`src/verilog/nnLayer_config.svh`:
```
`ifndef NN_LAYER_CONFIG_SVH
`define NN_LAYER_CONFIG_SVH

// Layer geometry.
`define NN_INPUTS 15 // Activations seen by every neuron.
`define NN_NEURONS 4

// Activations and weights carry this many fraction bits.
`define NN_FRAC 6

// Configuration address fields.
`define NN_SLOT_BITS 4 // Slots 0 to 7 hold weight pairs, slot 8 the bias.
`define NN_IDX_BITS 2

`endif

```
`src/verilog/nnDataPkg.sv`:
```
package nnDataPkg;

	// Activations are fractional with six fraction bits.
	typedef logic signed [7:0] activation_t;
	typedef logic signed [7:0] weight_t;
	typedef logic signed [15:0] bias_t;

	// One activation times one weight always fits in sixteen bits.
	typedef logic signed [15:0] product_t;

	// Fifteen products plus the bias, with room to spare.
	typedef logic signed [22:0] accum_t;

	typedef logic [7:0] layerOut_t; // Rectifier result, 0 to 127.

endpackage

```
`src/verilog/layerOutputCollector.sv`:
```
`timescale 1ns/1ps
`include "nnLayer_config.svh"

module layerOutputCollector
(
	input logic clk,
	input logic reset,
	input logic nodeValid,
	input nnDataPkg::layerOut_t [`NN_NEURONS-1:0] nodeOuts,
	output nnDataPkg::layerOut_t [`NN_NEURONS-1:0] layerOut,
	output logic [`NN_IDX_BITS-1:0] winner,
	output logic outValid
);
	import nnDataPkg::*;

	layerOut_t bestValue;
	logic [`NN_IDX_BITS-1:0] bestIndex;

	// Linear scan for the largest output.
	always_comb
	begin
		bestValue = nodeOuts[0];
		bestIndex = '0;
		for (int i = 1; i < `NN_NEURONS; i++)
		begin
			if (nodeOuts[i] > bestValue) // Strict, so a tie keeps the lower index.
			begin
				bestValue = nodeOuts[i];
				bestIndex = i[`NN_IDX_BITS-1:0];
			end
		end
	end

	always_ff @(posedge clk)
	begin
		if (reset)
		begin
			layerOut <= '0;
			winner <= '0;
			outValid <= 1'b0;
		end
		else
		begin
			outValid <= nodeValid;
			if (nodeValid)
			begin
				layerOut <= nodeOuts;
				winner <= bestIndex;
			end
		end
	end

endmodule

```
`config.mk`:
```
export PLATFORM = sky130hd
export DESIGN_NAME = layerOutputCollector
export DESIGN_NICKNAME = d
export VERILOG_FILES = /design/src/verilog/nnDataPkg.sv /design/src/verilog/layerOutputCollector.sv
export VERILOG_INCLUDE_DIRS = /design/src /design/src/verilog
export SDC_FILE = /design/constraint.sdc
export NUM_CORES = 1
export LEC_CHECK = 0
export BUFFER_PORTS_ARGS = -buffer_cell sky130_fd_sc_hd__buf_2
export CORE_MARGIN = 1.5
export CORE_UTILIZATION = 51
export CTS_BUF_LIST = sky130_fd_sc_hd__clkbuf_16
export CTS_CLUSTER_SIZE = 24
export DETAILED_ROUTE_END_ITERATION = 8
export PLACE_DENSITY = 0.8
export RECOVER_POWER = 100
export SETUP_SLACK_MARGIN = 0.5
export SLEW_MARGIN = 15
export SYNTH_ARGS = -nofsm -noshare
export SYNTH_HDL_FRONTEND = slang
export SYNTH_SLANG_ARGS = --single-unit
export TNS_END_PERCENT = 20
```
`constraint.sdc`:
```
create_clock -name clk -period 4.8 [get_ports clk]
set_input_delay 0.48 -clock clk [delete_from_list [all_inputs] [get_ports clk]]
set_output_delay 0.48 -clock clk [all_outputs]
set_load 0.005 [all_outputs]
```
# Word-level counts from Yosys, hierarchy flattened
# Cells that the tools add are included.
[classes]
magnitude_cmp = 3
mux = 5
[op_table]
columns = ["operator", "n"]
rows = [
  ["$gt A8 B8 Y1", 3],
  ["$mux W8", 2],
  ["$mux W2", 2],
  ["$mux W1", 1],
]
[totals]
register_bits = 35
out_inout_bits = 35
elab_cells = 14

# Longest topological paths before layout
# Gate-level depths: netlist (run 1).
[logic_depth]
ltp_word = 6
depth_mapped = 22
ltp_nobuf = 19

# Least setup slack after synthesis (run 1)
# No wires, ideal clock.
[synth_path]
path_type = "input to register"
from = "input nodeOuts[1] (netlist name)"
to = "register winner[1]"
setup_time_ns = 0.138
t_arrival_ns = 3.994
slack_ns = 0.668
path_stages = 22
cell_sequence = "inv_1 -> ha_1 -> nor2b_1 -> o211a_1 -> buf_2 -> o211ai_2 -> nand3_1 -> and3_1 -> ha_1 -> nor2b_2 -> o211ai_1 -> a211o_1 -> buf_6 -> and2_4 -> buf_6 -> a41o_1 -> ha_1 -> nor2b_1 -> o211ai_1 -> a21oi_1 -> o22ai_1 -> a311oi_2"
[synth_via]
elab_chain_len = 6
word_cells_on_any_way = 7
[synth_rtl]
columns = ["element", "line", "rtl"]
rows = [
  ["start: declaration", "layerOutputCollector.sv:9", "input nnDataPkg::layerOut_t [`NN_NEURONS-1:0] nodeOuts,"],
  ["$gt A8 B8 Y1", "layerOutputCollector.sv:26", "if (nodeOuts[i] > bestValue)"],
  ["$mux W8 (*)", "layerOutputCollector.sv:26", ""],
  ["$gt A8 B8 Y1", "layerOutputCollector.sv:26", ""],
  ["$mux W8", "layerOutputCollector.sv:26", ""],
  ["$gt A8 B8 Y1", "layerOutputCollector.sv:26", ""],
  ["$mux W2 (*)", "layerOutputCollector.sv:26", ""],
  ["end signal: assignment", "layerOutputCollector.sv:48", "winner <= bestIndex;"],
  ["end: declaration", "layerOutputCollector.sv:11", "output logic [`NN_IDX_BITS-1:0] winner,"],
]
# Every way passes the cells marked *; elsewhere a longest branch is shown, timed or not.
# A chain may end at the register's enable or synchronous reset.

# Final worst setup path (run 1)
[layout_path]
from = "input nodeOuts[1] (netlist name)"
to = "register winner[0]"
[layout_via]
elab_chain_len = 6
word_cells_on_any_way = 8
[layout_rtl]
columns = ["element", "line"]
rows = [
  ["$gt A8 B8 Y1", "layerOutputCollector.sv:26"],
  ["$mux W8", "layerOutputCollector.sv:26"],
  ["$gt A8 B8 Y1", "layerOutputCollector.sv:26"],
  ["$mux W8", "layerOutputCollector.sv:26"],
  ["$gt A8 B8 Y1", "layerOutputCollector.sv:26"],
  ["$mux W2 (*)", "layerOutputCollector.sv:26"],
]
# Marked as above.

==> results of run 1 <==
-- metal layers --
metal	share of wire (%)	global-route usage [%]	up-vias
li1	-	-	1013
met1	44	28.9	930
met2	48	40.8	69
met3	6.6	6.74	11
met4	1.6	7.50	0
met5	0	0	-
-- cells by family after synthesis --
| kind of cell | after synthesis |
|---|---|
| adders and majority gates | 24 |
| buffers and inverters | 25 |
| DFF | 35 |
| muxes | 32 |
| AOI/OAI and AO/OA | 48 |
| and+or+nand+nor | 75 |
-- worst paths after layout --
kind,from,cells after the start,endpoint
setup / recovery,nodeOuts[1],20,winner[0]
hold / removal,nodeOuts[24],3,layerOut[24]
setup reg to reg,winner[1],2,winner[1]
hold reg to reg,layerOut[24],2,layerOut[24]
-- timing repair --
item	CTS	global route
resized for setup	0	9
endpoints found under the setup margin	0	2
buffers inserted	0	1
endpoints found under the hold margin	0	0
-- registers in the layout, summed over array words and instances, names as in the netlist --
name / count
winner: 2
outValid: 1
layerOut: 32
-- power by group --
| part | leakage, nW | switching [mW] | internal, mW |
|---|---|---|---|
| combinational | 0.979 | 0.136 | 0.111 |
| sequential | 0.289 | 0.00912 | 0.310 |
| clock | 0.0900 | 0.128 | 0.297 |
-- critical path, stage by stage --
cell and delay, ns:
buf_2 0.11, inv_1 0.05, ha_1 0.29, nor2b_1 0.14, o211a_4 0.27, o211ai_4 0.26, nand3_1 0.13, and3_1 0.17
ha_1 0.29, nor2b_2 0.13, o211ai_1 0.10, a211o_4 0.39, and2_4 0.21, a41o_1 0.19, ha_1 0.29, nor2b_1 0.14
o211ai_1 0.18, a21oi_1 0.10, o22ai_1 0.23, a311oi_2 0.13
-- synth_stat cells (all sizes together) --
cell	n
a211o	1
a21o	1
a21oi	17
a311oi	2
a31oi	1
a41o	7
and2	2
and3	7
and4	2
buf	10
clkbuf	4
dfxtp	35
ha	24
inv	11
mux2i	32
nand2	6
nand3	15
nand4	4
nor2	36
nor2b	3
o2111ai	7
o211a	2
o211ai	4
o21ai	5
o22ai	1
-- layout by cell type (no fill, tap or decap), types with 2 or more instances in the layout --
cell type | netlist | layout
a41o_1 | 7 | 7
clkbuf_16 | 0 | 5
dfxtp_1 | 35 | 35
nor2_1 | 36 | 36
nor2b_1 | 2 | 2
o211ai_1 | 3 | 3
buf_4 | 0 | 3
and4_1 | 2 | 2
nand3_1 | 15 | 15
o2111ai_1 | 7 | 7
buf_2 | 7 | 47
o21ai_0 | 2 | 2
mux2i_1 | 32 | 32
and3_1 | 7 | 7
nand2_1 | 5 | 4
a21oi_1 | 17 | 17
clkbuf_1 | 4 | 22
a311oi_2 | 1 | 2
ha_1 | 24 | 24
inv_1 | 11 | 11
nand4_1 | 3 | 3
bufinv_16 | 0 | 2
o21ai_1 | 2 | 2
-- metrics by stage --
stage / setup WS [ns] / hold WS [ns]
4_1_cts: 0.534 / 0.459
5_1_grt: 0.354 / 0.472
3_3_place_gp: 0.436 / 0.468
3_5_place_dp: 0.263 / 0.478
2_1_floorplan: 0.668 / 0.476
6_report: 0.568 / 0.456
-- layout make-up --
class / instances / area [µm²]
clock buffer: 5 / 125
clock inverter: 3 / 67.6
fill: 342 / 1320
inverter: 11 / 41.3
multi-input combinational: 179 / 1380
sequential: 35 / 701
tap: 50 / 62.6
timing repair buffer: 72 / 340
==> flow_metrics.env, run 1 <==
export IMPL_syn_avg_cell_area_um2=9.02
export IMPL_ir_drop_mv=0.200
export IMPL_die_height_um=68.0
export IMPL_antennaDiodeCount=0
export IMPL_drt_wl_total_mm=5.32
export IMPL_synth_area_leader_cell="dfxtp_1"
export IMPL_ys_seq_area_share_pct=32.5
export IMPL_drt_iter0_drc=97
export IMPL_rsz0062_at_grt="false"
export IMPL_max_cap_viol_count=1
export IMPL_violations="max-capacitance violations, max-slew violations"
export IMPL_start_kind="primary input"
export IMPL_port_buffers=69
export IMPL_yosys_area_share_simple_pct=16.9
export IMPL_syn_nets=298
export IMPL_syn_area_mm2=0.00216
export IMPL_cts_tree="done"
export IMPL_layout_drive_gt1_share_pct=22.6
export IMPL_end_kind="flop"
export IMPL_p_per_area_mw_per_mm2=365
export IMPL_cts_hold_buf=0
export IMPL_hold_violations=0
export IMPL_setup_viol=0
export IMPL_syn_to_final_growth_pct=25.9
export IMPL_grt_pass1_vias=1912
export IMPL_synth_cells=239
export IMPL_netlist_area_leader_share_pct=32.5
export IMPL_wl_per_cell_um=15.0
export IMPL_cts_sinks=35
export IMPL_fmax_mhz=236
export IMPL_clk_latency_ns=0.28
export IMPL_clk_pin_slew_ns=0.05
export IMPL_dr_total_vias=2023
export IMPL_drcViolationCount=0
export IMPL_detailed_place_hpwl_mm=3.93
export IMPL_io_pins=70
export IMPL_synth_compound_area_share_pct=16.4
export IMPL_worst_slew_pin_slew_ns=2.46
export IMPL_crit_required_ns=4.84
export IMPL_gp_congestion=0.947
export IMPL_yosys_top_cells_area="dfxtp_1 (33%), mux2i_1 (15%), ha_1 (14%)"
export IMPL_synth_area_mux_share_pct=14.9
export IMPL_synthXorXnorAreaFrac_pct=0
export IMPL_die_width_um=68.0
export IMPL_initial_core_util_pct=53.5
export IMPL_hold_class="primary input to flop"
export IMPL_slew_viol_final=38
export IMPL_status="finished, violations left"
export IMPL_core_area_mm2=0.00403
export IMPL_clk_root_buffer_cell="clkbuf_16"
export IMPL_cts_made_buffers=5
export IMPL_postPlaceCellArea_mm2=0.00250
export IMPL_fin_crit_sh_pct=88.2
export IMPL_crit_fanout=10
export IMPL_cp_arrival_ns=4.27
export IMPL_stdcell_area_mm2=0.00271
export IMPL_clock_path_buffers=2
export IMPL_final_net_count=363
export IMPL_grt_pass1_wl_mm=8.29
export IMPL_grt_ovfl_total=0
export IMPL_yosysWarnings=0
export IMPL_post_route_util_pct=67.4
export IMPL_grt_antenna_before_repair=0
export IMPL_fin_worst_skew_ns=0
export IMPL_grt_use_total_pct=23.9
export IMPL_first_pass_iters=4
export IMPL_die_area_mm2=0.00463
export IMPL_power_total_mw=0.990
export IMPL_placed_cells=346
export IMPL_grt_max_degree=38
export IMPL_ant_nets=0
export IMPL_synth_adder_area_share_pct=13.9
export IMPL_synth_top_family_by_area="simple AND/OR/NAND/NOR gates"
export IMPL_ys_ff_latch=35
export IMPL_max_slew_margin_pct=-64.1
export IMPL_r2r_slack_ns=3.99
export IMPL_p_leak_nw=1.36
export IMPL_final_cells=355
export IMPL_tns_ns=0
export IMPL_synthDistinctLibCells=35
export IMPL_row_count=23
export IMPL_post_route_min_period_ns=4.23
export IMPL_avgViaCountPerCell=5.70
export IMPL_critical_path_class="primary input to flop"
export IMPL_htree_levels=2
Note: power is estimated with default switching activity, not from simulation.
==> run 2, diff against run 1 <==
--- a/config.mk
+++ b/config.mk
@@ -7,6 +7,7 @@
 export NUM_CORES = 1
 export LEC_CHECK = 0
 export BUFFER_PORTS_ARGS = -buffer_cell sky130_fd_sc_hd__buf_2
+export CORE_ASPECT_RATIO = 1.4
 export CORE_MARGIN = 1.5
 export CORE_UTILIZATION = 51
 export CTS_BUF_LIST = sky130_fd_sc_hd__clkbuf_16
==> run 2 against run 1 <==
  * The flow finishes with violations (design-rule violations, max-capacitance violations, max-slew violations)
  * Sequential share of layout area grew 0.39 points
  * Wire length rose by 0.21%
  * Register-to-register slack worse by 0.08 ns
  * Largest cell class unchanged
  * Global-route usage is 1.0 points lower
  * Critical endpoint unchanged
  * Final cell count down 2.0%
  * Via count grew 0.54%
  * Critical path depth shrank 1
  * Count of clock-buffer cells in the layout is the same
  * Clock skew unchanged
==> flow_metrics.env, run 2 (synthesis results as in run 1) <==
export IMPL_path_delay_family="compound AO/OA/AOI/OAI gates"
export IMPL_core_area_mm2=0.00399
export IMPL_fin_crit_sh_pct=89.4
export IMPL_worst_slew_pin_slew_ns=2.47
export IMPL_layout_commonest_cell="buf_2"
export IMPL_r2r_cells=2
export IMPL_grt_antenna_before_repair=0
export IMPL_hold_path_depth=3
export IMPL_cts_hold_buf=0
export IMPL_dp_slack_ns=0.279
export IMPL_final_cell_mix="buf_2 (55), nor2_1 (36), dfxtp_1 (35)"
export IMPL_status="finished, violations left"
export IMPL_cp_num_cells=19
export IMPL_grt_use_total_pct=22.8
export IMPL_gp_congestion=0.851
export IMPL_clk_pin_slew_ns=0.05
export IMPL_initial_core_util_pct=54.1
export IMPL_max_slew_margin_pct=-64.6
export IMPL_layout_drive_gt1_share_pct=25.9
export IMPL_die_height_um=79.9
export IMPL_drt_wl_total_mm=5.33
export IMPL_cp_arrival_ns=4.29
export IMPL_p_leak_nw=1.36
export IMPL_clk_latency_ns=0.27
export IMPL_largest_register_ffs=32
export IMPL_multi_input_area_mm2=0.00139
export IMPL_wl_per_cell_um=15.3
export IMPL_first_pass_iters=6
export IMPL_crit_buf_inv=2
export IMPL_drcViolationCount=2
export IMPL_post_route_min_period_ns=4.29
export IMPL_fillers=365
export IMPL_regMostFlops="layerOut"
export IMPL_detailed_place_hpwl_mm=3.94
export IMPL_row_count=27
export IMPL_cts_sinks=35
export IMPL_crit_required_ns=4.81
export IMPL_cts_tree="done"
export IMPL_die_width_um=58.0
export IMPL_start_kind="primary input"
export IMPL_final_net_count=364
export IMPL_path_common_cell="ha_1"
export IMPL_crit_fanout=10
export IMPL_hold_class="primary input to flop"
export IMPL_die_area_mm2=0.00463
export IMPL_reg_top3="layerOut: 32 flops, winner: 2 flops, outValid: 1 flops"
export IMPL_rsz0062_at_grt="false"
export IMPL_tns_ns=0
export IMPL_port_buffers=69
export IMPL_critical_path_class="primary input to flop"
export IMPL_max_cap_viol_count=1
export IMPL_htree_levels=2
export IMPL_grt_max_degree=38
export IMPL_io_pins=70
export IMPL_fin_worst_skew_ns=0
export IMPL_violations="design-rule violations, max-capacitance violations, max-slew violations"
export IMPL_cp_slowest_stage_delay_ns=0.39
export IMPL_hold_violations=0
export IMPL_slew_viol_final=38
export IMPL_dr_total_vias=2034
export IMPL_antennaDiodeCount=0
export IMPL_grt_pass1_vias=1819
export IMPL_ir_drop_mv=0.271
export IMPL_fmax_mhz=233
export IMPL_drt_iter0_drc=88
export IMPL_avgViaCountPerCell=5.84
export IMPL_setup_viol=0
export IMPL_end_kind="flop"
export IMPL_clk_root_buffer_cell="clkbuf_16"
export IMPL_cts_made_buffers=5
export IMPL_syn_to_final_growth_pct=24.0
export IMPL_worst_slack_ns=0.510
export IMPL_cp_cell_sequence="buf_2 -> inv_1 -> ha_1 -> nor2b_1 -> o211a_4 -> o211ai_4 -> nand3_1 -> and3_1 -> ha_1 -> nand4_2 -> a211o_4 -> and2_4 -> a41o_1 -> ha_1 -> nor2b_1 -> o211ai_1 -> a21oi_2 -> o22ai_2 -> a311oi_2"
export IMPL_ant_nets=0
export IMPL_p_per_area_mw_per_mm2=325
export IMPL_seq_area_um2=701
export IMPL_clock_path_buffers=2
export IMPL_crit_slowest_cell="a211o_4"
export IMPL_grt_pass1_wl_mm=8.23
export IMPL_grt_ovfl_total=0
[run 2: metrics by stage]
stage          power (mW)  util [%]  hold slack (ns)  cell area, µm²  std cells
2_1_floorplan       0.490         -            0.476            2160        239
6_report            0.870      67.1            0.469            2670        348
5_1_grt             0.913      67.1            0.486            2670        348
3_5_place_dp        0.559      62.7            0.476            2500        340
4_1_cts             0.861      66.1            0.472            2640        347
3_3_place_gp        0.553      62.7            0.467            2500        340
[run 2: final timing paths]
check / startpoint / to / slack, ns
worst min register to register: layerOut[9] / layerOut[9] / 0.48
worst max register to register: winner[0] / winner[0] / 3.91
worst max-delay path: nodeOuts[1] / winner[0] / 0.51
worst min-delay path: nodeOuts[24] / layerOut[24] / 0.47
[run 2: cell type report]
| cell class | count | share of cell area [%] |
|---|---|---|
| repair buffers | 73 | 13.4 |
| clock inverters | 2 | 0.328 |
| inverters | 11 | 1.54 |
| flip-flops and latches | 35 | 26.2 |
| multi-input cells | 179 | 51.8 |
| well taps | 43 | 2.01 |
| clock buffers | 5 | 4.68 |
[run 2: power breakdown]
| group | switching, mW | internal, mW |
|---|---|---|
| clock | 0.113 | 0.186 |
| sequential | 0.00854 | 0.310 |
| combinational | 0.140 | 0.113 |
[run 2: worst register-to-register path, cell delays in order (launching register included)]
cell and delay, ns:
dfxtp_1 0.34, nor2_1 0.06, a311oi_2 0.38
[run 2: repair_timing]
action,CTS,global route
endpoints found under the hold margin,0,0
resized for setup,0,11
setup buffers,0,1
endpoints found under the setup margin,0,2
[run 2: routing by layer]
metal | global-route usage [%] | wire length [µm] | vias up
li1 | - | - | 1016
met5 | 0 | 0 | -
met4 | 8.14 | 90 | 0
met2 | 40.5 | 2640 | 68
met1 | 26.7 | 2300 | 941
met3 | 4.54 | 301 | 9
==> run 3, diff against run 2 <==
--- a/config.mk
+++ b/config.mk
@@ -9,11 +9,12 @@
 export BUFFER_PORTS_ARGS = -buffer_cell sky130_fd_sc_hd__buf_2
 export CORE_ASPECT_RATIO = 1.4
 export CORE_MARGIN = 1.5
-export CORE_UTILIZATION = 51
+export CORE_UTILIZATION = 50
 export CTS_BUF_LIST = sky130_fd_sc_hd__clkbuf_16
 export CTS_CLUSTER_SIZE = 24
 export DETAILED_ROUTE_END_ITERATION = 8
-export PLACE_DENSITY = 0.8
+export GPL_TIMING_DRIVEN = 0
+export PLACE_DENSITY = 0.79
 export RECOVER_POWER = 100
 export SETUP_SLACK_MARGIN = 0.5
 export SLEW_MARGIN = 15
==> run 3 against run 2 <==
  * The run now ends clean
  * Global-route usage is 0.29 points higher
  * Count of clock-buffer cells in the layout unchanged
  * Wire length increased by 8.4%
  * First-iteration DRC count decreased by 23%
  * Critical path depth rose by 3
  * Core utilization grew 2.6 points
  * Clock skew unchanged
  * Non-clock buffer count is 14 higher
  * Clock power rose by 5%
  * Largest power group unchanged
==> flow_metrics.env, run 3 (synthesis results as in run 1) <==
export IMPL_status="completed"
export IMPL_core_area_mm2=0.00417
export IMPL_post_route_min_period_ns=4.24
export IMPL_fin_crit_sh_pct=88.3
export IMPL_p_per_area_mw_per_mm2=316
export IMPL_clock_path_buffers=2
export IMPL_crit_slowest_cell="o211ai_4"
export IMPL_cp_arrival_ns=4.43
export IMPL_avgViaCountPerCell=5.73
export IMPL_p_leak_nw=1.45
export IMPL_wl_per_cell_um=15.8
export IMPL_tns_ns=0
export IMPL_gp_congestion=0.825
export IMPL_slew_viol_final=0
export IMPL_detailed_place_hpwl_mm=4.21
export IMPL_setup_viol=0
export IMPL_final_net_count=378
export IMPL_initial_core_util_pct=51.7
export IMPL_worst_slew_pin_slew_ns=0.758
export IMPL_fin_worst_skew_ns=0
export IMPL_crit_fanout=9
export IMPL_cp_cell_sequence="buf_4 -> inv_4 -> ha_4 -> nor2b_1 -> o211a_1 -> buf_6 -> o211ai_4 -> nand3_1 -> and3_1 -> ha_1 -> nand4_2 -> a211o_1 -> buf_6 -> and2_4 -> buf_6 -> a41o_1 -> ha_4 -> nor2b_1 -> o211ai_1 -> a21oi_2 -> o22ai_2 -> a311oi_2"
export IMPL_drt_wl_total_mm=5.78
export IMPL_start_kind="primary input"
export IMPL_cp_startpoint="nodeOuts[1]"
export IMPL_cts_tree="done"
export IMPL_post_route_util_pct=69.6
export IMPL_crit_buf_inv=5
export IMPL_path_delay_family="compound AO/OA/AOI/OAI gates"
export IMPL_largest_register_ffs=32
export IMPL_die_area_mm2=0.00472
export IMPL_worst_slack_ns=0.561
export IMPL_hold_start="nodeOuts[24]"
export IMPL_ir_drop_mv=0.208
export IMPL_clk_pin_slew_ns=0.06
export IMPL_max_cap_viol_count=0
export IMPL_die_height_um=80.7
export IMPL_port_buffers=67
export IMPL_first_pass_iters=4
export IMPL_die_width_um=58.5
export IMPL_clk_latency_ns=0.28
export IMPL_layout_commonest_cell="buf_2"
export IMPL_max_slew_margin_pct=49.5
export IMPL_r2r_start="winner[1]"
export IMPL_htree_levels=2
export IMPL_cts_made_buffers=5
export IMPL_ant_nets=0
export IMPL_syn_to_final_growth_pct=34.6
export IMPL_grt_pass1_wl_mm=8.36
export IMPL_drt_iter0_drc=68
export IMPL_drcViolationCount=0
export IMPL_reg_top3="layerOut: 32 flops, winner: 2 flops, outValid: 1 flops"
export IMPL_row_count=28
export IMPL_clk_root_buffer_cell="clkbuf_16"
export IMPL_fillers=347
export IMPL_antennaDiodeCount=0
export IMPL_dp_slack_ns=0.162
export IMPL_io_pins=70
export IMPL_critical_path_class="primary input to flop"
export IMPL_fmax_mhz=236
export IMPL_fin_hold_ws_ns=0.466
export IMPL_grt_antenna_before_repair=0
export IMPL_grt_pass1_vias=1826
export IMPL_grt_use_total_pct=23.1
export IMPL_final_cell_mix="buf_2 (56), nor2_1 (36), dfxtp_1 (35)"
export IMPL_grt_ovfl_total=0
export IMPL_end_kind="flop"
export IMPL_rsz0062_at_grt="true"
export IMPL_crit_required_ns=4.99
export IMPL_layout_drive_gt1_share_pct=31.6
export IMPL_cts_hold_buf=0
export IMPL_grt_max_degree=13
export IMPL_hold_class="primary input to flop"
export IMPL_cp_slowest_stage_delay_ns=0.33
export IMPL_path_common_cell="buf_6"
export IMPL_dr_total_vias=2090
export IMPL_hold_violations=0
export IMPL_regMostFlops="layerOut"
export IMPL_cts_sinks=35
-- run 3: per-stage QoR --
stage          cells  power (mW)  area [µm²]
3_5_place_dp     351       0.567        2550
5_1_grt          365       0.965        2900
6_report         365       0.918        2900
2_1_floorplan    239       0.490        2160
3_3_place_gp     351       0.560        2550
4_1_cts          359       0.885        2710
-- run 3: per-layer routing --
| layer | routed length, µm | vias to the layer above | part of all wire, % | track usage (%) |
|---|---|---|---|---|
| li1 | - | 1046 | - | - |
| met1 | 2380 | 961 | 41 | 26.8 |
| met2 | 2980 | 65 | 52 | 40.4 |
| met3 | 235 | 18 | 4.1 | 3.86 |
| met4 | 186 | 0 | 3.2 | 10.5 |
| met5 | 0 | - | 0 | 0 |
-- run 3: area by class of cell --
class	instances	area [µm²]	area share [%]
Buffer	14	93.8	3.23
Clock buffer	5	125	4.31
Clock inverter	3	20.0	0.690
Inverter	11	43.8	1.51
Multi-Input combinational cell	179	1490	51.4
Sequential cell	35	701	24.1
Tap cell	45	56.3	1.94
Timing Repair Buffer	73	370	12.8
-- run 3: where the power goes --
group / switching [mW] / internal, mW
registers: 0.00877 / 0.310
clock network: 0.124 / 0.191
logic: 0.151 / 0.134
total: 0.284 / 0.635
-- run 3: final timing paths --
path              slack (ns)      endpoint  cells past startpoint
hold / removal          0.47  layerOut[24]                      3
setup reg to reg        4.04     winner[1]                      2
hold reg to reg         0.48     winner[0]                      2
setup / recovery        0.56     winner[1]                     22
-- run 3: repair_timing --
action | 4_1_cts | 5_1_grt
buffers inserted | 0 | 6
hold endpoints to repair | 0 | 0
endpoints found under the setup margin | 2 | 2
gates resized for setup | 5 | 30
pin swaps | 1 | 13
-- run 3: worst reg2reg max path: stages (launching register included) --
cell,delay (ns)
dfxtp_1,0.34
nor2_1,0.06
a311oi_2,0.27
