**src/verilog/nnLayer_config.svh**
```systemverilog
`ifndef NN_LAYER_CONFIG_SVH
`define NN_LAYER_CONFIG_SVH

// Layer geometry.
`define NN_INPUTS 15 // Activations seen by every neuron.
`define NN_NEURONS 4

// Activations and weights carry this many fraction bits.
`define NN_FRAC 6

// Configuration address fields.
`define NN_SLOT_BITS 4 // Slots 0 to 7 hold weight pairs, slot 8 the bias.
`define NN_IDX_BITS 2

`endif

```
**src/verilog/nnDataPkg.sv**
```systemverilog
package nnDataPkg;

	// Activations are fractional with six fraction bits.
	typedef logic signed [7:0] activation_t;
	typedef logic signed [7:0] weight_t;
	typedef logic signed [15:0] bias_t;

	// One activation times one weight always fits in sixteen bits.
	typedef logic signed [15:0] product_t;

	// Fifteen products plus the bias, with room to spare.
	typedef logic signed [22:0] accum_t;

	typedef logic [7:0] layerOut_t; // Rectifier result, 0 to 127.

endpackage

```
**src/verilog/nnCfgPkg.sv**
```systemverilog
`include "nnLayer_config.svh"

package nnCfgPkg;

	// Low byte weights the even input, high byte the odd one.
	typedef struct packed {
		nnDataPkg::weight_t odd;
		nnDataPkg::weight_t even;
	} weightPair_t;

	// One configuration word, read as a weight pair or as a bias depending on the slot.
	typedef union packed {
		weightPair_t pair;
		nnDataPkg::bias_t bias;
	} cfgWord_t;

	// Slot k holds the weights of inputs 2k and 2k+1.
	localparam logic [`NN_SLOT_BITS-1:0] SLOT_LAST_PAIR = 7;
	localparam logic [`NN_SLOT_BITS-1:0] SLOT_BIAS = 8;

endpackage

```
**src/verilog/layerWeightStore.sv**
```systemverilog
`timescale 1ns/1ps
`include "nnLayer_config.svh"

module layerWeightStore
(
	input logic clk,
	input logic reset,
	input logic cfgWrite,
	input logic [`NN_IDX_BITS-1:0] cfgNeuron,
	input logic [`NN_SLOT_BITS-1:0] cfgSlot,
	input nnCfgPkg::cfgWord_t cfgData,
	output nnDataPkg::weight_t [`NN_INPUTS-1:0] weights [`NN_NEURONS],
	output nnDataPkg::bias_t biases [`NN_NEURONS]
);
	import nnCfgPkg::*;

	always_ff @(posedge clk)
	begin
		if (reset)
		begin
			for (int n = 0; n < `NN_NEURONS; n++)
			begin
				weights[n] <= '0;
				biases[n] <= '0;
			end
		end
		else if (cfgWrite)
		begin
			if (cfgSlot == SLOT_BIAS)
				biases[cfgNeuron] <= cfgData.bias;
			else if (cfgSlot <= SLOT_LAST_PAIR)
			begin
				// The odd byte of the last slot has no input behind it and is dropped here.
				for (int i = 0; i < `NN_INPUTS; i++)
				begin
					if ((i >> 1) == int'(cfgSlot))
						weights[cfgNeuron][i] <= i[0] ? cfgData.pair.odd : cfgData.pair.even;
				end
			end
		end
	end

	// Slots above the bias slot do not exist.
	assert property (@(posedge clk) disable iff (reset) cfgWrite |-> cfgSlot <= SLOT_BIAS)
		else $error("configuration write to undefined slot %0d", cfgSlot);

endmodule

```
**config.mk**
```make
export PLATFORM = sky130hd
export DESIGN_NAME = layerWeightStore
export DESIGN_NICKNAME = d
export VERILOG_FILES = /design/src/verilog/nnDataPkg.sv /design/src/verilog/nnCfgPkg.sv /design/src/verilog/layerWeightStore.sv
export VERILOG_INCLUDE_DIRS = /design/src /design/src/verilog
export SDC_FILE = /design/constraint.sdc
export NUM_CORES = 1
export LEC_CHECK = 0
export BUFFER_PORTS_ARGS = -buffer_cell sky130_fd_sc_hd__buf_2
export CAP_MARGIN = 20
export CORE_MARGIN = 2
export CORE_UTILIZATION = 30
export DETAILED_ROUTE_END_ITERATION = 7
export PLACE_DENSITY = 0.5
export RECOVER_POWER = 100
export SETUP_SLACK_MARGIN = 0.15
export SYNTH_ARGS = -nofsm -noshare
export SYNTH_HDL_FRONTEND = slang
export SYNTH_SLANG_ARGS = --single-unit
```
**constraint.sdc**
```tcl
create_clock -name clk -period 1.25 [get_ports clk]
set_input_delay 0 -clock clk [delete_from_list [all_inputs] [get_ports clk]]
set_output_delay 0 -clock clk [all_outputs]
set_load 0.01 [all_outputs]
```
=== Word-level counts from Yosys, hierarchy flattened ===
Cells that the tools add are included.

* Order comparisons: 3
* Eq/ne operators: 8
* Mux-type cells: 119
* Bitwise gates (word level): 2
* Reductions and logical operators: 4

{| class="wikitable"
|+ Operators with widths
! cell !! count
|-
| 2-to-1 mux 480 bit || 71
|-
| bitwise mux 480 bit || 15
|-
| demux 120 bit (select 2 bit) || 15
|-
| 2-to-1 mux 120 bit || 1
|-
| 2-to-1 mux 112 bit || 1
|-
| 2-to-1 mux 104 bit || 1
|-
| 2-to-1 mux 96 bit || 1
|-
| 2-to-1 mux 88 bit || 1
|-
| 2-to-1 mux 80 bit || 1
|-
| 2-to-1 mux 72 bit || 1
|-
| bitwise mux 64 bit || 1
|-
| 2-to-1 mux 64 bit || 1
|-
| 2-to-1 mux 56 bit || 1
|-
| 2-to-1 mux 48 bit || 1
|-
| 2-to-1 mux 40 bit || 1
|-
| demux 16 bit (select 2 bit) || 1
|-
| 2-to-1 mux 16 bit || 2
|-
| 2-to-1 mux 32 bit || 1
|-
| 2-to-1 mux 24 bit || 1
|-
| == test 4 bit (first input constant) || 4
|-
| == test 3 x 4 -> 1 bit (first input constant) || 2
|-
| 2-to-1 mux 8 bit || 1
|-
| == test 2 x 4 -> 1 bit (first input constant) || 1
|-
| == test 4 bit (second input constant) || 1
|-
| other kinds (9) || 9
|}

* Bits in registers: 544
* Input bits: 25
* Output and inout port bits: 544
* Logic and storage cells: 200

=== Depth between registers and ports, before layout ===
Gate-level depths: netlist (run 1).

* Word-level depth: 91
* Gate-level depth with buffers: 7
* Gate-level depth less buffers: 3

=== Worst setup path after synthesis (run 1) ===
Ideal clock, no wire load.

* Kind: in2reg
* Start point: input cfgSlot[1]
* End point: register biases[10] (netlist name)
* Setup time: 0.132 ns
* Data arrival time: 1.241 ns
* Required time: 1.118 ns
* Setup slack: -0.123 ns
* Stages: 5
* Path buffers: 2
* Cells stage by stage: buf_2 > nor3_4 > nand4_2 > buf_4 > mux2i_1

* Cells in the longest elaborated chain, start to end: 2

{| class="wikitable"
|+ RTL lines
! element !! RTL line !! RTL
|-
| start: declaration || layerWeightStore.sv:10 || <nowiki>input logic [`NN_SLOT_BITS-1:0] cfgSlot,</nowiki>
|-
| == test 4 bit || layerWeightStore.sv:29 || <nowiki>if (cfgSlot == SLOT_BIAS)</nowiki>
|-
| AND reduction 2 bit (no line) || -- ||
|-
| end signal: indexed assignment || layerWeightStore.sv:30 || <nowiki>biases[cfgNeuron] <= cfgData.bias;</nowiki>
|-
| end: declaration || layerWeightStore.sv:13 || <nowiki>output nnDataPkg::bias_t biases [`NN_NEURONS]</nowiki>
|}

No other way between the ends.
A chain may end at the register's enable or synchronous reset.

=== Worst setup path in the final report (run 1) ===
* Start point: input cfgSlot[1]
* End point: register biases[20] (netlist name)

The elaborated chain is that of the path after synthesis.

==> results by group, run 1 <==
Run status
  • Status: finished clean

Placed design
  • Placer congestion estimate: approximately 0.79
  • Dpl hpwl: slightly above 50000 µm
  • Dpl ws: -0.00551 ns
  • Buffers added on ports: around 570

STA
  • Worst Skew: 0 ns
  • Unrepaired setup endpoints after global routing: yes
  • Final min period: between 1 and 1.5 ns
  • Slew HR: 0.545
  • Final setup fails: 0
  • Highest clock rate: ~860 MHz
  • Final worst setup slack: 0.0847 ns
  • Crit share post-route: 0.932
  • Slew Limit Fails: 0
  • Final hold vios: 0
  • Worst-Margin Slew: 0.682 ns

Logic synthesis
  • Flops & latches, synth: 544
  • Cell variety after synth: 23
  • Syn Nets: ~1900
  • Synth area leader: dfxtp_1
  • Syn Area/Cell: 11.3 µm²
  • Area contributors post-synth: dfxtp_1, mux2i_1, nand2b_1, clkbuf_1, nand3_2
  • Synth top area share: 0.518
  • Seq/Total Area, Yosys: 0.518
  • Synth Cell Area: approximately 21000 µm²
  • Cells after Synth: around 1900
  • Synth warnings: 0

Cells and area
  • Area delta synth->final: 50.9%
  • Commonest non-fill, non-tap cell in the layout: nand2b_1
  • Most frequent cells in the layout: nand2b_1, mux2i_1, dfxtp_1
  • Post-layout util: 0.456
  • Layout cells sized above 1: 0.332
  • Layout Nets: about 2600
  • Fillers: approximately 6800

CTS
  • Num CTS Buffers: 60
  • Max Buffers Root-to-Sink: 3
  • H-Tree Depth: 2
  • Worst-path clk slew: approximately 0.060 ns
  • CTS tree: yes
  • Clock latency on the worst-skew pair: between 0.6 and 0.7 ns
  • CTS Root Cell: clkbuf_16
  • # clock sinks: 544

Detailed routing
  • Detailed router's first-iteration violation count: 618
  • Final wirelength: 78600 µm
  • Post-DR wirelength/cell: roughly 22 µm
  • Post-route DRC: 0
  • Vias per cell: approximately 4.5
  • Pre-Repair DR Iteration Count: 4
  • Vias: roughly 16000
  • Post-route ant nets: 0

Critical path
  • Crit-path max FO: 9
  • Worst Path Required: 1.74 ns
  • Worst setup SP type: input port
  • Critical Path AT: 1.65 ns
  • Reg2reg setup slack: 0.42 ns
  • Nature of the critical path endpoint: register
  • Setup CP Type: in -> reg

Global route
  • Antenna violations before repair: 8
  • Largest net degree at the start of global routing: 66
  • GRT Util Overall: 0.205
  • Overflow after GRT: 0
  • Global-route wire length before repair: roughly 110000 µm
  • Vias in the first global route: 16245

Pwr
  • Worst vdd ir: 0.00100 V
  • Lkg Pwr: 0.0161 µW
  • Cell Pwr Density: ~1200 nW/µm²

Die
  • Number of I/O pins: around 570
  • Core footprint: between 60000 and 70000 µm²
  • Die ar.: 72200 µm²
  • Std cell rows: between 90 and 100
  • DIE WIDTH: 269 µm
  • Die H: ~270 µm
  • Initial Util: 0.302

Min path
  • Hold/Removal Path Class: in -> reg

Flow run
  • Max-cap violations: 0
-- worst paths after layout --
kind,cells past startpoint,from,endpoint
max,7,cfgSlot[1],biases[20]
min,5,cfgSlot[2],weights[235]
max reg2reg,4,weights[455],weights[455]
min reg2reg,2,weights[43],weights[43]
-- per-layer routing --
layer | GRT usage | share of wire | routed length, µm
met5 | 0 | 0.00051 | 40
met1 | 0.254 | 0.42 | 33400
met2 | 0.347 | 0.48 | 38000
met3 | 0.0606 | 0.070 | 5500
met4 | 0.0514 | 0.021 | 1680
-- cells in the mapped netlist --
master and instances:
nand3_2 19, and2_0 1, nand3_1 3, dfxtp_1 544
nor4b_2 1, nor2b_1 4, nand2b_1 560, and3b_1 1
and4b_1 2, nand4_2 6, nand2_2 4, and2_1 2
buf_1 2, nor2_2 1, clkbuf_1 118, nand2_1 4
nor3b_2 2, buf_4 11, buf_2 34, and3_1 1
and4bb_2 2, nor3_4 1, mux2i_1 544
-- report_power, final --
part	internal [µW]	switching, µW	leakage, µW
clock network	10100	7330	0.000950
logic	934	1120	0.0107
registers	17400	52.3	0.00439
total	28400	8500	0.0161
-- sequential cells by signal, summed over array words and instances, names as in the netlist --
name,cells
weights,480
biases,64
-- per-stage QoR --
stage / cell area (µm²) / instances / setup TNS, ns / power [µW] / hold slack (ns)
after floorplan: 21100 / 1867 / -13.13 / 18800 / 0.238
after global placement: 26100 / 3317 / 0 / 19700 / 0.415
after detailed placement: 26100 / 3317 / -0.00551 / 19800 / 0.414
after CTS: 31200 / 3488 / 0 / 37400 / 0.0487
after global routing: 31700 / 3542 / 0 / 38200 / 0.0986
final: 31700 / 3542 / 0 / 36900 / 0.0796
-- kinds of logic after synthesis --
| logic type | Yosys count | synth area share |
|---|---|---|
| flip-flops | 544 | 0.518 |
| buffers and inverters | 165 | 0.0334 |
| multiplexers | 544 | 0.259 |
| AND/OR/NAND/NOR | 614 | 0.190 |
-- critical path: stages --
cell             delay [ns]
clkbuf_2               0.17
clkdlybuf4s25_1        0.30
nor3_1                 0.35
buf_12                 0.18
nand4_4                0.15
buf_2                  0.29
mux2i_2                0.20
-- what timing repair did --
action | CTS | global route
gates cloned | 0 | 4
endpoints found under the setup margin | 542 | 1039
resized for setup | 818 | 393
pin swaps | 0 | 2
hold buffers | 25 | 0
setup buffers | 41 | 48
endpoints found under the hold margin | 542 | 0
-- cell type report --
cell class,count,area [µm²],area share
Clock buffer,93,1810,0.0569
Clock inverter,12,125,0.00394
Timing Repair Buffer,793,8290,0.261
Tap cell,940,1180,0.0371
Multi-Input combinational cell,1158,9440,0.297
Antenna cell,2,5.00,0.000158
Sequential cell,544,10900,0.344
Note: power is estimated with default switching activity, not from simulation.
==> run 2: changes to the inputs <==
==> constraint.sdc (replaced) <==
create_clock -name clk -period 1.25 [get_ports clk]
set_input_delay 0.25 -clock clk [delete_from_list [all_inputs] [get_ports clk]]
set_output_delay 0.25 -clock clk [all_outputs]
set_load 0.01 [all_outputs]
==> run 2 against run 1 <==
  * The run now ends with setup timing left
  * Register-to-register slack is essentially flat
  * Cell count is 2.4% higher
  * Maximum frequency decreased by 13%
  * Power rose by 2.8%
  * Critical path depth decreased by 6
  * Sequential power about the same
  * Setup slack worse by 0.17 ns
  * Clock power increased by 6%
  * Clock skew stayed put
  * Die area stayed put
  * Sequential share of layout area grew 0.24 points
  * Critical path type is now reg -> out
  * Largest cell class unchanged
  * Highest routed layer unchanged
==> results by group, run 2 (same netlist as run 1, synthesis figures left out) <==
STA
  • Final worst setup slack: -0.0902 ns (-0.175 ns)
  • Crit share post-route: 1.07 (+0.140)
  • Final setup fails: 544 (+544)
  • Setup TNS: -29.71 ns (-29.71 ns)
  • Highest clock rate: 746 MHz (-13%)
  • Worst-Margin Slew: 0.614 ns (-0.0676 ns)
  • Final min period: 1.34 ns (+0.175 ns)
  • Final hold vios: 0 (unchanged)
  • Worst Skew: 0 ns (unchanged)
  • Slew HR: 0.589 (+0.0436)
  • Unrepaired setup endpoints after global routing: yes
  • Slew Limit Fails: 0 (unchanged)

CTS
  • H-Tree Depth: 2 (unchanged)
  • Hold Buf Count CTS: 0 (-100%)
  • # clock sinks: 544 (unchanged)
  • Max Buffers Root-to-Sink: 3 (unchanged)
  • Worst-path clk slew: 0.06 ns (about the same)
  • CTS Root Cell: clkbuf_16
  • Clock latency on the worst-skew pair: 0.61 ns (about the same)
  • CTS tree: yes
  • Num CTS Buffers: 61 (+1.7%)

Critical path
  • R2R depth: 4 (unchanged)
  • R2r endpoint: weights[236]
  • R2r startpoint: weights[236]
  • Worst path bufs/invs: 1 (-3)
  • Crit-path leading delay family: flip-flops
  • Setup CP Type: reg -> out
  • Nature of the critical path endpoint: output port
  • Critical path cell sequence: buf_6
  • Reg2reg setup slack: 0.41 ns (about the same)
  • Slowest CP cell: dfxtp_2
  • Worst Path Required: 1.00 ns (-0.74 ns)
  • Crit-path max FO: 2 (-7)
  • Worst setup SP type: register
  • Critical Path AT: 1.09 ns (-0.56 ns)
  • CP max stage delay: 0.36 ns (about the same)

Pwr
  • Clk pwr share: 0.485 (+0.014)
  • Sw power: 8580 µW (+0.94%)
  • Cell Pwr Density: 1130 nW/µm² (-2.5%)
  • Sw frac: 0.226 (-0.00406)
  • Worst vdd ir: 0.00114 V (+14%)
  • Gate power share: 0.055 (about the same)
  • Int Pwr: 29400 µW (+3.3%)
  • Lkg Pwr: 0.0170 µW (+5.9%)
  • Reg power frac: 0.460 (-0.013)

Detailed routing
  • Final wirelength: 79400 µm (+0.95%)
  • Vias: 16322 (+2.3%)
  • Detailed router's first-iteration violation count: 673 (+8.9%)
  • Post-route DRC: 0 (unchanged)
  • Pre-Repair DR Iteration Count: 4 (unchanged)
  • Post-DR wirelength/cell: 21.9 µm (-1.4%)
  • Vias per cell: 4.50 (-0.12%)
  • Post-route ant nets: 0 (unchanged)

Placed design
  • Placer congestion estimate: 0.780 (-1.3%)
  • Placed Cells: 3333 (+0.48%)
  • Dpl ws: -0.354 ns (-0.349 ns)
  • Dpl hpwl: 53100 µm (+2.7%)
  • Buffers added on ports: 568 (unchanged)

Cells and area
  • Most flops, register: weights
  • Commonest non-fill, non-tap cell in the layout: buf_6
  • Fillers: 6455 (-4.9%)
  • Layout Nets: 2658 (+2.9%)
  • Most frequent cells in the layout: buf_6, nand2b_1, mux2i_1, dfxtp_2, buf_4
  • Max reg flops: 480 (unchanged)
  • Final Non-Filler Cells: 3627 (+2.4%)
  • Layout cells sized above 1: 0.574 (+0.242)
  • Area delta synth->final: 59.0%
  • Largest registers: weights x480, biases x64

Die
  • Die ar.: 72200 µm² (unchanged)
  • Die H: 269 µm (unchanged)
  • Initial Util: 0.302 (unchanged)
  • Std cell rows: 97 (unchanged)
  • DIE WIDTH: 269 µm (unchanged)
  • Number of I/O pins: 569 (unchanged)
  • Core footprint: 69700 µm² (unchanged)

Min path
  • Hold endpoint: weights[129]
  • Hold/Removal Path Class: in -> reg
  • Hold wc startpoint: reset
  • Hold Crit Depth: 4 (-1)

Flow run
  • Max-cap violations: 0 (unchanged)

Run status
  • Failing checks: setup timing
  • Status: finished with violations

Global route
  • Overflow after GRT: 0 (unchanged)
  • Antenna violations before repair: 11 (+3)
  • Vias in the first global route: 16716 (+2.9%)
  • Global-route wire length before repair: 112000 µm (+2.2%)
  • Largest net degree at the start of global routing: 97 (+47%)
  • GRT Util Overall: 0.210 (+0.00565)
-- run 2: routing by layer --
layer  global-route usage  part of all wire
met5                    0           0.00058
met4               0.0781             0.037
met3               0.0593             0.064
met2                0.356              0.49
met1                0.254              0.41
-- run 2: final cells by class --
class | count | area (µm²) | share of cell area
clock buffers | 93 | 1860 | 0.0556
multi-input cells | 1158 | 9520 | 0.285
flip-flops and latches | 544 | 11600 | 0.346
repair buffers | 868 | 9090 | 0.272
diodes | 5 | 12.5 | 0.000374
well taps | 940 | 1180 | 0.0352
clock inverters | 19 | 210 | 0.00629
-- run 2: per-stage QoR --
stage                     cell area, µm²  power, µW   util  hold WS [ns]
after CTS                          33100      38500  0.475        0.0552
after global placement             26600      19900  0.381         0.456
after detailed placement           26600      19900  0.381         0.461
after floorplan                    21700      18900      -         0.418
final                              33400      37900  0.480        0.0906
after global routing               33400      39200  0.480        0.0657
-- run 2: what timing repair did --
item | 4_1_cts | 5_1_grt
setup buffers | 51 | 126
gates resized for setup | 1244 | 0
pin swaps | 0 | 0
endpoints found under the setup margin | 544 | 544
-- run 2: power groups by stage --
stage	logic [µW]	registers (µW)	clock network (µW)
finish	2080	17500	18400
global route	2190	17500	19600
CTS	2190	17500	18900
detailed placement	2100	17800	0
global placement	2080	17800	0
floorplan	1040	17900	0
-- run 2: worst reg2reg max path, delay by kind of cell (launching register included) --
family	cells	cell delay [ns]
and+or+nand+nor	1	0.06
buffers and inverters	2	0.25
muxes	1	0.06
DFF	1	0.33
-- run 2: worst max-delay path by stage --
| stage | slack (ns) | cells past startpoint | end | start |
|---|---|---|---|---|
| global route | -0.14 | 1 | weights[319] | weights[319] |
| floorplan | -0.35 | 5 | biases[28] | cfgSlot[2] |
| CTS | -0.14 | 1 | weights[319] | weights[319] |
| finish | -0.09 | 1 | weights[464] | weights[464] |
| detailed placement | -0.35 | 5 | weights[445] | cfgSlot[0] |
| global placement | -0.35 | 5 | weights[446] | cfgSlot[0] |
==> run 3: changes to the inputs <==
--- a/config.mk
+++ b/config.mk
@@ -8,10 +8,13 @@
 export LEC_CHECK = 0
 export BUFFER_PORTS_ARGS = -buffer_cell sky130_fd_sc_hd__buf_2
 export CAP_MARGIN = 20
+export CELL_PAD_IN_SITES_DETAIL_PLACEMENT = 1
+export CELL_PAD_IN_SITES_GLOBAL_PLACEMENT = 2
 export CORE_MARGIN = 2
 export CORE_UTILIZATION = 30
+export CTS_BUF_LIST = sky130_fd_sc_hd__clkbuf_16
 export DETAILED_ROUTE_END_ITERATION = 7
-export PLACE_DENSITY = 0.5
+export PLACE_DENSITY = 0.74
 export RECOVER_POWER = 100
 export SETUP_SLACK_MARGIN = 0.15
 export SYNTH_ARGS = -nofsm -noshare
==> run 3 against run 2 <==
  * The flow still finishes with violations (setup timing)
  * Sequential share of layout area shrank 0.38 points
  * Maximum frequency shrank 3.3%
  * Sequential cell count is the same
  * Highest routed layer unchanged
==> results by group, run 3 (same netlist as run 1, synthesis figures left out) <==
Critical path
  • Nature of the critical path endpoint: output port
  • Critical Path AT: 1.14 ns (+0.05 ns)
  • Crit-path leading delay family: flip-flops
  • Worst Path Required: 1.00 ns (about the same)
  • CP max stage delay: 0.36 ns (about the same)
  • Worst setup SP type: register
  • Worst path bufs/invs: 1 (unchanged)
  • Setup CP Type: reg -> out
  • Critical path cell sequence: buf_6
  • Crit-path max FO: 2 (unchanged)
  • Reg2reg setup slack: 0.38 ns (-0.03 ns)
  • Slowest CP cell: dfxtp_4

Die
  • Std cell rows: 97 (unchanged)
  • DIE WIDTH: 269 µm (unchanged)
  • Initial Util: 0.302 (unchanged)
  • Die ar.: 72200 µm² (unchanged)
  • Number of I/O pins: 569 (unchanged)
  • Core footprint: 69700 µm² (unchanged)
  • Die H: 269 µm (unchanged)

Detailed routing
  • Post-route DRC: 0 (unchanged)
  • Post-DR wirelength/cell: 23.3 µm (+6.4%)
  • Final wirelength: 85600 µm (+7.8%)
  • Vias per cell: 4.61 (+2.4%)
  • Vias: 16914 (+3.6%)
  • Pre-Repair DR Iteration Count: 4 (unchanged)
  • Detailed router's first-iteration violation count: 513 (-24%)
  • Post-route ant nets: 0 (unchanged)

Pwr
  • Cell Pwr Density: 1100 nW/µm² (-3.2%)
  • Worst vdd ir: 0.00125 V (+9.4%)
  • Reg power frac: 0.470 (+0.010)
  • Clk pwr share: 0.473 (-0.012)
  • Lkg Pwr: 0.0174 µW (+2.0%)
  • Gate power share: 0.057 (+0.002)
  • Sw power: 8900 µW (+3.8%)
  • Sw frac: 0.240 (+0.0134)
  • Int Pwr: 28300 µW (-3.8%)

Cells and area
  • Final Non-Filler Cells: 3672 (+1.2%)
  • Layout Nets: 2704 (+1.7%)
  • Multi-input logic area: 9570 µm² (+0.50%)
  • Most flops, register: weights
  • Post-layout util: 0.486 (+0.00569)
  • Largest registers: weights x480, biases x64
  • Fillers: 7300 (+13%)
  • Layout cells sized above 1: 0.577 (+0.00337)
  • Max reg flops: 480 (unchanged)
  • Most frequent cells in the layout: buf_6, nand2b_1, mux2i_1
  • Area delta synth->final: 60.9%
  • Storage cell area: 11600 µm² (about the same)
  • Commonest non-fill, non-tap cell in the layout: buf_6

Global route
  • Global-route wire length before repair: 119000 µm (+6.0%)
  • GRT Util Overall: 0.223 (+0.0129)
  • Overflow after GRT: 0 (unchanged)
  • Antenna violations before repair: 11 (unchanged)
  • Largest net degree at the start of global routing: 76 (-22%)
  • Vias in the first global route: 17901 (+7.1%)

CTS
  • H-Tree Depth: 2 (unchanged)
  • Max Buffers Root-to-Sink: 3 (unchanged)
  • Clock latency on the worst-skew pair: 0.62 ns (about the same)
  • Worst-path clk slew: 0.06 ns (about the same)
  • CTS tree: yes
  • Num CTS Buffers: 61 (unchanged)
  • # clock sinks: 544 (unchanged)
  • CTS Root Cell: clkbuf_16

Run status
  • Status: finished with violations
  • Failing checks: setup timing

STA
  • Highest clock rate: 722 MHz (-3.3%)
  • Fin Hold WS: 0.0735 ns (-0.0171 ns)
  • Final setup fails: 595 (+9.4%)
  • Slew HR: 0.648 (+0.0590)
  • Unrepaired setup endpoints after global routing: yes
  • Final min period: 1.39 ns (+0.0453 ns)
  • Final hold vios: 0 (unchanged)
  • Crit share post-route: 1.11 (+0.0362)
  • Worst-Margin Slew: 0.528 ns (-0.0863 ns)
  • Slew Limit Fails: 0 (unchanged)
  • Setup TNS: -44.02 ns (-14.30 ns)
  • Worst Skew: 0 ns (unchanged)
  • Final worst setup slack: -0.136 ns (-0.0453 ns)

Placed design
  • Buffers added on ports: 568 (unchanged)
  • Placed Cells: 3327 (-0.18%)
  • Dpl hpwl: 55700 µm (+5.0%)
  • Placer congestion estimate: 0.764 (-2.1%)

Flow run
  • Max-cap violations: 0 (unchanged)

Min path
  • Hold/Removal Path Class: in -> reg
run 3: cell types whose count changed in the layout (fill, tap and decap cells not counted), moves of 3 or more:
cell      change
nand2_4       +3
clkinv_1     +17
dfxtp_4       +3
inv_1        +15
buf_12       +10
clkbuf_1     -17
nand3_1       -3
buf_4        +51
clkbuf_4      -7
clkbuf_8     -17
clkinv_2      -4
clkbuf_2      -5
dfxtp_2       -3
run 3: worst paths after layout:
kind	from	end	cells after the start
worst max-delay path	weights[479]	weights[479]	1
worst min-delay path	cfgData[9]	weights[345]	4
worst max register to register	weights[166]	weights[166]	4
worst min register to register	weights[106]	weights[106]	2
run 3: layer usage:
layer	GRT usage	part of all wire	vias to the layer above
met1	0.249	0.38	8479
met3	0.0584	0.059	183
li1	-	-	7779
met5	0	0.00062	-
met4	0.106	0.053	10
met2	0.396	0.50	463
run 3: worst register-to-register path, delay by kind of cell (launching register included):
| kind | cells | cell delay, ns |
|---|---|---|
| muxes | 1 | 0.19 |
| buffers and inverters | 2 | 0.19 |
| and+or+nand+nor | 1 | 0.05 |
| DFF | 1 | 0.34 |
run 3: cell type report:
class | instances | share of cell area
Antenna cell | 5 | 0.000370
Clock buffer | 61 | 0.0451
Clock inverter | 50 | 0.0118
Multi-Input combinational cell | 1158 | 0.283
Sequential cell | 544 | 0.342
Tap cell | 940 | 0.0348
Timing Repair Buffer | 914 | 0.283
run 3: what timing repair did:
| item | CTS | global route |
|---|---|---|
| hold buffers | 0 | 0 |
| buffers inserted | 77 | 152 |
| resized for setup | 1259 | 1 |
| endpoints found under the setup margin | 544 | 544 |
run 3: power groups by stage:
stage / logic, µW / clock network [µW] / registers (µW)
5_1_grt: 2220 / 18700 / 17500
3_5_place_dp: 2100 / 0 / 17800
3_3_place_gp: 2080 / 0 / 17800
4_1_cts: 2200 / 17900 / 17500
2_1_floorplan: 1040 / 0 / 17900
6_report: 2120 / 17600 / 17500
run 3: stage by stage:
stage | power [µW] | setup slack, ns | area [µm²]
2_1_floorplan | 18900 | -0.351 | 21700
3_3_place_gp | 19900 | -0.278 | 26500
3_5_place_dp | 19900 | -0.335 | 26500
4_1_cts | 37600 | -0.170 | 33100
5_1_grt | 38400 | -0.169 | 33800
6_report | 37200 | -0.136 | 33800
